`config.mk`:
```
export PLATFORM = sky130hd
export DESIGN_NAME = pkt_filter_top
export DESIGN_NICKNAME = d
export VERILOG_FILES = /design/src/rtl/pkt_pkg.sv /design/src/rtl/pkt_filter_top.sv /design/src/rtl/pkt_forward.sv /design/src/rtl/payload_counter.sv /design/src/rtl/pkt_parser_fsm.sv /design/src/rtl/it_fifo.sv
export SDC_FILE = /design/constraint.sdc
export NUM_CORES = 1
export LEC_CHECK = 0
export BUFFER_PORTS_ARGS = -buffer_cell sky130_fd_sc_hd__buf_2
export CAP_MARGIN = 30
export CELL_PAD_IN_SITES_DETAIL_PLACEMENT = 0
export CELL_PAD_IN_SITES_GLOBAL_PLACEMENT = 2
export CORE_UTILIZATION = 49
export CTS_CLUSTER_SIZE = 20
export DETAILED_ROUTE_END_ITERATION = 8
export PLACE_DENSITY_LB_ADDON = 0.12
export SLEW_MARGIN = 20
export SYNTH_ARGS = -nofsm -noshare
export SYNTH_HDL_FRONTEND = slang
export SYNTH_SLANG_ARGS = --single-unit
```
`constraint.sdc`:
```
create_clock -name clk -period 4.2 [get_ports clk]
set_input_delay 0.63 -clock clk [delete_from_list [all_inputs] [get_ports clk]]
set_output_delay 0.63 -clock clk [all_outputs]
set_load 0.1 [all_outputs]
```
`src/rtl/pkt_pkg.sv`:
```
/*
  Shared definitions for the packet filter:
  byte, length, output word and statistics widths,
  FIFO sizing for both FIFO instances,
  header byte union (raw byte or drop flag plus length),
  parser state encoding
*/
`default_nettype none

package pkt_pkg;

  // --------------------
  // Widths and sizes
  // --------------------
  localparam int DATA_W     = 8;
  localparam int LEN_W      = 7;
  localparam int OUT_W      = DATA_W + 1;  // eop flag on top of the byte
  localparam int CNT_W      = 16;
  localparam int FIFO_DEPTH = 16;
  localparam int FIFO_ASZ   = 4;

  // Header byte, read either whole or as drop flag plus payload length
  typedef union packed {
    logic [DATA_W-1:0] raw;
    struct packed {
      logic             drop;  // Bit 7
      logic [LEN_W-1:0] len;   // Payload bytes, 0 to 127
    } fld;
  } pkt_hdr_u;

  // --------------------
  // Parser states
  // --------------------
  typedef enum logic [1:0] {
    ST_HEADER,  // Waiting for a header byte
    ST_FWD,     // Passing payload to the output FIFO
    ST_SKIP     // Draining payload of a dropped packet
  } parser_state_e;

endpackage

`default_nettype wire
```
`src/rtl/pkt_filter_top.sv`:
```
/*
  Packet filter top level.
  Input FIFO, parser FSM, payload counter, forwarder
  and output FIFO, with the output word split into
  eop flag and data byte.
*/
`default_nettype none

module pkt_filter_top (
  input  wire logic                       clk,
  input  wire logic                       reset,
  // Input byte stream
  input  wire logic                       irdy_in,
  output logic                            trdy_in,
  input  wire logic [pkt_pkg::DATA_W-1:0] data_in,
  // Output payload stream
  output logic                            irdy_out,
  input  wire logic                       trdy_out,
  output logic [pkt_pkg::DATA_W-1:0]      data_out,
  output logic                            eop_out,
  // Statistics
  output logic [pkt_pkg::CNT_W-1:0]       pkt_count,
  output logic [pkt_pkg::CNT_W-1:0]       drop_count
);

  // --------------------
  // Internal nets
  // --------------------
  logic                       byte_irdy;
  logic [pkt_pkg::DATA_W-1:0] byte_data;
  logic                       pop;
  logic                       hdr_take;
  logic                       fwd_take;
  logic                       cnt_load;
  logic                       cnt_dec;
  logic                       last;
  logic                       zero;
  logic                       out_space;  // Output FIFO not full
  logic                       push;
  logic [pkt_pkg::OUT_W-1:0]  push_word;
  logic [pkt_pkg::OUT_W-1:0]  out_word;

  it_fifo #(
    .width (pkt_pkg::DATA_W),
    .depth (pkt_pkg::FIFO_DEPTH),
    .asz   (pkt_pkg::FIFO_ASZ),
    .npt   (1'b0)
  ) u_in_fifo (
    .clk      (clk),
    .reset    (reset),
    .irdy_in  (irdy_in),
    .trdy_in  (trdy_in),
    .data_in  (data_in),
    .irdy_out (byte_irdy),
    .trdy_out (pop),
    .data_out (byte_data)
  );

  pkt_parser_fsm u_parser (
    .clk       (clk),
    .reset     (reset),
    .byte_irdy (byte_irdy),
    .byte_data (byte_data),
    .out_space (out_space),
    .last      (last),
    .zero      (zero),
    .pop       (pop),
    .hdr_take  (hdr_take),
    .fwd_take  (fwd_take),
    .cnt_load  (cnt_load),
    .cnt_dec   (cnt_dec)
  );

  payload_counter u_counter (
    .clk    (clk),
    .reset  (reset),
    .load   (cnt_load),
    .dec    (cnt_dec),
    .len_in (byte_data[pkt_pkg::LEN_W-1:0]),  // Length field of the header
    .last   (last),
    .zero   (zero)
  );

  pkt_forward u_forward (
    .clk        (clk),
    .reset      (reset),
    .hdr_take   (hdr_take),
    .fwd_take   (fwd_take),
    .byte_data  (byte_data),
    .last       (last),
    .push       (push),
    .push_word  (push_word),
    .pkt_count  (pkt_count),
    .drop_count (drop_count)
  );

  it_fifo #(
    .width (pkt_pkg::OUT_W),
    .depth (pkt_pkg::FIFO_DEPTH),
    .asz   (pkt_pkg::FIFO_ASZ),
    .npt   (1'b0)
  ) u_out_fifo (
    .clk      (clk),
    .reset    (reset),
    .irdy_in  (push),
    .trdy_in  (out_space),
    .data_in  (push_word),
    .irdy_out (irdy_out),
    .trdy_out (trdy_out),
    .data_out (out_word)
  );

  assign eop_out  = out_word[pkt_pkg::OUT_W-1];
  assign data_out = out_word[pkt_pkg::DATA_W-1:0];

endmodule

`default_nettype wire

```
`src/rtl/pkt_forward.sv`:
```
/*
  Forwarding datapath.
  Builds the output word with its end-of-packet flag,
  pushes it to the output FIFO, and keeps the
  kept and dropped header counters.
*/
`default_nettype none

module pkt_forward (
  input  wire logic                       clk,
  input  wire logic                       reset,
  input  wire logic                       hdr_take,
  input  wire logic                       fwd_take,
  input  wire logic [pkt_pkg::DATA_W-1:0] byte_data,
  input  wire logic                       last,
  output logic                            push,
  output logic [pkt_pkg::OUT_W-1:0]       push_word,
  output logic [pkt_pkg::CNT_W-1:0]       pkt_count,
  output logic [pkt_pkg::CNT_W-1:0]       drop_count
);

  pkt_pkg::pkt_hdr_u hdr;

  assign hdr = byte_data;

  // --------------------
  // Output word
  // --------------------
  assign push      = fwd_take;
  assign push_word = {last, byte_data};  // eop in the top bit

  // --------------------
  // Header statistics
  // --------------------
  // Both counters wrap at 2^16
  always_ff @(posedge clk)
  begin
    if (reset)
    begin
      pkt_count  <= '0;
      drop_count <= '0;
    end
    else if (hdr_take)
    begin
      if (hdr.fld.drop)
        drop_count <= drop_count + 1'b1;
      else
        pkt_count <= pkt_count + 1'b1;  // Zero-length kept headers count too
    end
  end

endmodule

`default_nettype wire

```
`src/rtl/payload_counter.sv`:
```
/*
  Payload byte counter.
  Loaded with the header length, counts down per
  payload byte, flags the last and the empty count.
*/
`default_nettype none

module payload_counter (
  input  wire logic                      clk,
  input  wire logic                      reset,
  input  wire logic                      load,
  input  wire logic                      dec,
  input  wire logic [pkt_pkg::LEN_W-1:0] len_in,
  output logic                           last,
  output logic                           zero
);

  logic [pkt_pkg::LEN_W-1:0] remain;  // Bytes still to come

  always_ff @(posedge clk)
  begin
    if (reset)
      remain <= '0;
    else if (load)
      remain <= len_in;
    else if (dec && (remain != '0))
      remain <= remain - 1'b1;
  end

  assign last = (remain == pkt_pkg::LEN_W'(1));
  assign zero = (remain == '0);

endmodule

`default_nettype wire

```
`src/rtl/pkt_parser_fsm.sv`:
```
/*
  Packet parser FSM.
  Reads header bytes, steers payload pops to forward
  or discard, and strobes the payload counter.
*/
`default_nettype none

module pkt_parser_fsm (
  input  wire logic                      clk,
  input  wire logic                      reset,
  input  wire logic                      byte_irdy,
  input  wire logic [pkt_pkg::DATA_W-1:0] byte_data,
  input  wire logic                      out_space,
  input  wire logic                      last,
  input  wire logic                      zero,
  output logic                           pop,
  output logic                           hdr_take,
  output logic                           fwd_take,
  output logic                           cnt_load,
  output logic                           cnt_dec
);

  pkt_pkg::parser_state_e state;
  pkt_pkg::parser_state_e nxt_state;
  pkt_pkg::pkt_hdr_u      hdr;

  assign hdr = byte_data;  // Only meaningful in ST_HEADER

  // --------------------
  // Pop and next state
  // --------------------
  always_comb
  begin
    nxt_state = state;
    pop       = 1'b0;
    hdr_take  = 1'b0;
    fwd_take  = 1'b0;
    cnt_load  = 1'b0;
    cnt_dec   = 1'b0;

    case (state)
      pkt_pkg::ST_HEADER:
      begin
        pop      = byte_irdy;
        hdr_take = byte_irdy;
        cnt_load = byte_irdy;
        if (byte_irdy)
        begin
          if (hdr.fld.len == '0)
            nxt_state = pkt_pkg::ST_HEADER;  // Empty packet, nothing to do
          else if (hdr.fld.drop)
            nxt_state = pkt_pkg::ST_SKIP;
          else
            nxt_state = pkt_pkg::ST_FWD;
        end
      end

      pkt_pkg::ST_FWD:
      begin
        pop      = byte_irdy && out_space;  // Waits on output space
        fwd_take = pop;
        cnt_dec  = pop;
        if (zero || (pop && last))
          nxt_state = pkt_pkg::ST_HEADER;
      end

      pkt_pkg::ST_SKIP:
      begin
        pop     = byte_irdy;  // Drains regardless of output
        cnt_dec = pop;
        if (zero || (pop && last))
          nxt_state = pkt_pkg::ST_HEADER;
      end

      default:
        nxt_state = pkt_pkg::ST_HEADER;
    endcase
  end

  always_ff @(posedge clk)
  begin
    if (reset)
      state <= pkt_pkg::ST_HEADER;
    else
      state <= nxt_state;
  end

endmodule

`default_nettype wire

```
`src/rtl/it_fifo.sv`:
```
/*
  Generic irdy/trdy FIFO.
  Circular buffer with wrap-bit pointers, optional
  non-power-of-two depth, registered head word.
*/
`default_nettype none

module it_fifo #(
  parameter int width = 8,
  parameter int depth = 16,
  parameter int asz   = 4,
  parameter bit npt   = 1'b0  // Depth is not a power of two
) (
  input  wire logic             clk,
  input  wire logic             reset,
  input  wire logic             irdy_in,
  output logic                  trdy_in,
  input  wire logic [width-1:0] data_in,
  output logic                  irdy_out,
  input  wire logic             trdy_out,
  output logic [width-1:0]      data_out
);

  logic [width-1:0] mem [0:depth-1];

  logic [asz:0] wrptr;
  logic [asz:0] rdptr;
  logic [asz:0] nxt_wrptr;
  logic [asz:0] nxt_rdptr;
  logic [asz:0] wrptr_p1;
  logic [asz:0] rdptr_p1;
  logic         full;
  logic         wr_en;
  logic         rd_en;
  logic         nxt_irdy;

  assign trdy_in = !full;
  assign wr_en   = irdy_in && !full;
  assign rd_en   = trdy_out && irdy_out;  // Head word taken this cycle

  // --------------------
  // Pointer arithmetic
  // --------------------
  always_comb
  begin
    wrptr_p1 = wrptr + 1'b1;
    rdptr_p1 = rdptr + 1'b1;

    // Odd depth wraps the low bits early and flips the wrap bit by hand
    if (npt)
    begin
      if (wrptr_p1[asz-1:0] == depth)
      begin
        wrptr_p1[asz-1:0] = '0;
        wrptr_p1[asz]     = ~wrptr[asz];
      end
      if (rdptr_p1[asz-1:0] == depth)
      begin
        rdptr_p1[asz-1:0] = '0;
        rdptr_p1[asz]     = ~rdptr[asz];
      end
    end

    // Same slot, opposite lap
    full = (wrptr[asz-1:0] == rdptr[asz-1:0]) && (wrptr[asz] != rdptr[asz]);

    nxt_wrptr = wr_en ? wrptr_p1 : wrptr;
    nxt_rdptr = rd_en ? rdptr_p1 : rdptr;

    // Something left after this cycle's read
    nxt_irdy = (wrptr != nxt_rdptr);
  end

  // --------------------
  // Control registers
  // --------------------
  always_ff @(posedge clk)
  begin
    if (reset)
    begin
      wrptr    <= '0;
      rdptr    <= '0;
      irdy_out <= 1'b0;
    end
    else
    begin
      wrptr    <= nxt_wrptr;
      rdptr    <= nxt_rdptr;
      irdy_out <= nxt_irdy;
    end
  end

  // Storage and the registered head word
  always_ff @(posedge clk)
  begin
    if (wr_en)
      mem[wrptr[asz-1:0]] <= data_in;
    data_out <= mem[nxt_rdptr[asz-1:0]];  // Prefetch next head
  end

endmodule

`default_nettype wire

```
==> results.yml <==
global_routing:
  grt.busiest_layer: "met2"
  track_usage_pct: 20.7
  grt_util_met1_pct: 27.6
  grt_pass1_wl_mm: 47.8
  use_met3_pct: 3.02
  antenna_found_initial: 0
  grt_max_degree: 60
  grt_pass1_vias: 8194
  use_met2_pct: 35.8
  grt_overflow_total: 0
hold_path:
  hp-start: "reset"
  min_path_type: "in -> reg"
  min_to: "u_forward.pkt_count[13]$_SDFFE_PP0P_"
  hold_depth: 2
run_status:
  status: "finished, final reports clean"
power_and_ir_drop:
  power_leakage_nw: 5.74
  seqPwrFrac_pct: 44.2
  pwr-share-comb_pct: 22.4
  switchingPower_mw: 3.00
  powerDensity_mw_per_mm2: 597
  vdd_drop_max_uv: 404
  power.internal_mw: 6.96
  pwr-share-clk_pct: 33.4
  total_power_mw: 9.96
  p_sw_share_pct: 30.2
clock_network:
  cts.sinks: 352
  cts_hold_buffers: 0
  cts_buffer_depth: 3
  numCtsBuffers: 39
  clk_latency_ns: 0.52
  postCtsResizedCells: 0
  cts_tree: "built"
  clk_pin_slew_ns: 0.06
  root_buffer: "clkbuf_16"
  cts_max_level: 2
  cts_setup_buffers: 0
logic_synthesis:
  ys_types: 57
  synthArstFlopShare_pct: 0
  ys_ff_latch: 352
  avgSynthCellArea_um2: 14.9
  synthCells: 983
  yosysSeqAreaShare_pct: 66.8
  synth_edf_count: 272
  syn_area_mm2: 0.0146
  yosys_warnings: 0
  synth_nets: 1014
  ys.flop_type: "edfxtp_1"
setup_path:
  reg2reg_to: "u_in_fifo.data_out[1]$_DFF_P_"
  endpoint_kind: "flop"
  max_stage_delay_ns: 0.55
  cp_data_required_time_ns: 4.61
  startpoint: "u_parser.state[0]$_SDFFE_PP0P_"
  crit_type: "reg -> reg"
  startpoint_type: "flop"
  ff2ff_setup_slack_ns: 1.15
  rr_worst_depth: 9
  worstPathCellList: "inv_1 > ha_1 > or2_0 > o21ai_1 > a22o_1 > a211o_1 > a22o_2 > or3_1 > and4_1"
  cp_max_fo: 22
  slowest_stage: "a211o_1"
  arrival_ns: 3.46
  worstReg2RegStart: "u_parser.state[0]$_SDFFE_PP0P_"
routing:
  drc: 0
  wirelength_mm: 31.2
  vias: 8332
  drt_pass1_iterations: 5
  wl_per_cell_um: 21.2
  ant_nets: 0
  first_iter_violations: 560
  viasPerCell: 5.67
floorplan:
  die_width_um: 175
  ios: 55
  die_h_um: 175
  placementRows: 62
  initial_core_util_pct: 50.4
  core_mm2: 0.0290
  dieArea_mm2: 0.0305
sta:
  setup_viol: 0
  min_period_over_period_pct: 72.6
  rsz0062_at_grt: "no"
  slew_viol_final: 0
  fmax_ghz: 0.328
  tns_ns: 0
  fin_crit_ns: 3.05
  hold_slack_ns: 0.368
  tightest_slew_ns: 0.920
  maxSlewHeadroom_pct: 38.4
  clock-skew-final_ns: 0.0198
  setup_slack_ns: 1.15
  finalHoldViolations: 0
layout:
  diodes: 0
  syn_to_final_growth_pct: 14.1
  finalNetCount: 1086
  drive_gt1_share_pct: 19.0
placement:
  dp_hpwl_mm: 19.6
  place_congestion: 0.741
  io_buffers: 54
  place_ws_ns: 1.13
job:
  maxCapViolCount: 0
[final cells by class]
type	instances	area, um^2
timing repair buffer	87	543
inverter	15	56.3
clock buffer	54	1090
tap	384	480
sequential	352	9770
fill	2334	12300
multi-input combinational	560	4570
clock inverter	17	171
[Yosys cell counts, types with 20 or more instances]
library cell  instances  area (um^2)
edfxtp_1            272         8170
nor2_1               86          323
dfxtp_1              80         1600
nand2_1              46          173
mux4_2               45         1010
a22oi_1              42          315
xor2_1               35          307
clkbuf_1             34          128
a21oi_1              31          155
xnor2_1              29          254
mux2i_1              25          250
a221oi_1             22          193
nand3_1              20          100
or3_1                20          125
[worst max-delay path: cells and delay by family (launching register included)]
kind,cells,cell delay [ns]
compound gates,4,1.35
flops,1,0.32
fa+ha+maj,1,0.28
simple gates,3,0.88
buf+inv,1,0.11
[power by group through the flow]
stage / Combinational (mW) / Sequential, mW / Clock, mW
floorplan: 1.58 / 4.49 / 0
global route: 2.46 / 4.44 / 3.52
global placement: 2.24 / 4.48 / 0
CTS: 2.27 / 4.41 / 3.38
detailed placement: 2.26 / 4.49 / 0
finish: 2.24 / 4.40 / 3.32
[sequential cells by signal (all words and copies together), names as in the netlist]
name,count
u_out_fifo.mem,144
u_in_fifo.mem,128
u_forward.drop_count,16
u_forward.pkt_count,16
u_out_fifo.data_out,9
u_in_fifo.data_out,8
u_counter.remain,7
u_in_fifo.rdptr,5
u_in_fifo.wrptr,5
u_out_fifo.rdptr,5
u_out_fifo.wrptr,5
u_parser.state,2
u_in_fifo.irdy_out,1
u_out_fifo.irdy_out,1
[per-stage QoR]
step,std cells,util [%],instance area (um^2)
after floorplan,983,-,14600
after global placement,1396,53.1,15400
after detailed placement,1398,53.2,15400
after CTS,1469,57.5,16700
after global routing,1469,57.5,16700
final,1469,57.5,16700
[metal layers]
metal  share of wire [%]  wire length, um
met3                 3.8             1180
met4                 1.8              569
met5                   0                0
met1                  44            13800
met2                  50            15600
[how the worst max path moves through the flow]
stage | end | slack, ns
after global placement | u_in_fifo.data_out[0]$_DFF_P_ | 1.20
final | u_in_fifo.data_out[1]$_DFF_P_ | 1.15
after CTS | u_in_fifo.data_out[1]$_DFF_P_ | 1.13
after floorplan | u_out_fifo.data_out[8]$_DFF_P_ | 0.97
after detailed placement | u_in_fifo.data_out[1]$_DFF_P_ | 1.13
after global routing | u_in_fifo.data_out[0]$_DFF_P_ | 0.96
[cell usage in the layout (no fill, tap or decap), types with 15 or more instances in the layout]
cell type / instances
nand3_1: 20
xor2_1: 35
or3_1: 20
xnor2_1: 28
buf_4: 31
clkbuf_16: 40
ha_1: 19
dfxtp_1: 79
a21oi_1: 31
mux2i_1: 23
buf_2: 54
nor2_1: 86
mux4_2: 45
a221oi_1: 22
nand2_1: 46
nor3_1: 15
edfxtp_1: 272
inv_1: 15
a22oi_1: 42
[cell families (layout without fill, tap and decap cells)]
kind of cell | Yosys count | in the layout | share of synthesized area [%]
AOI/OAI and AO/OA | 164 | 164 | 8.68
xor gates and xnor gates | 64 | 64 | 3.83
adders and majority gates | 19 | 19 | 1.63
buffers and inverters | 71 | 173 | 2.16
DFF | 352 | 352 | 66.8
muxes | 73 | 73 | 8.87
and+or+nand+nor | 240 | 240 | 8.02
Power figures use the tool's default switching activity.
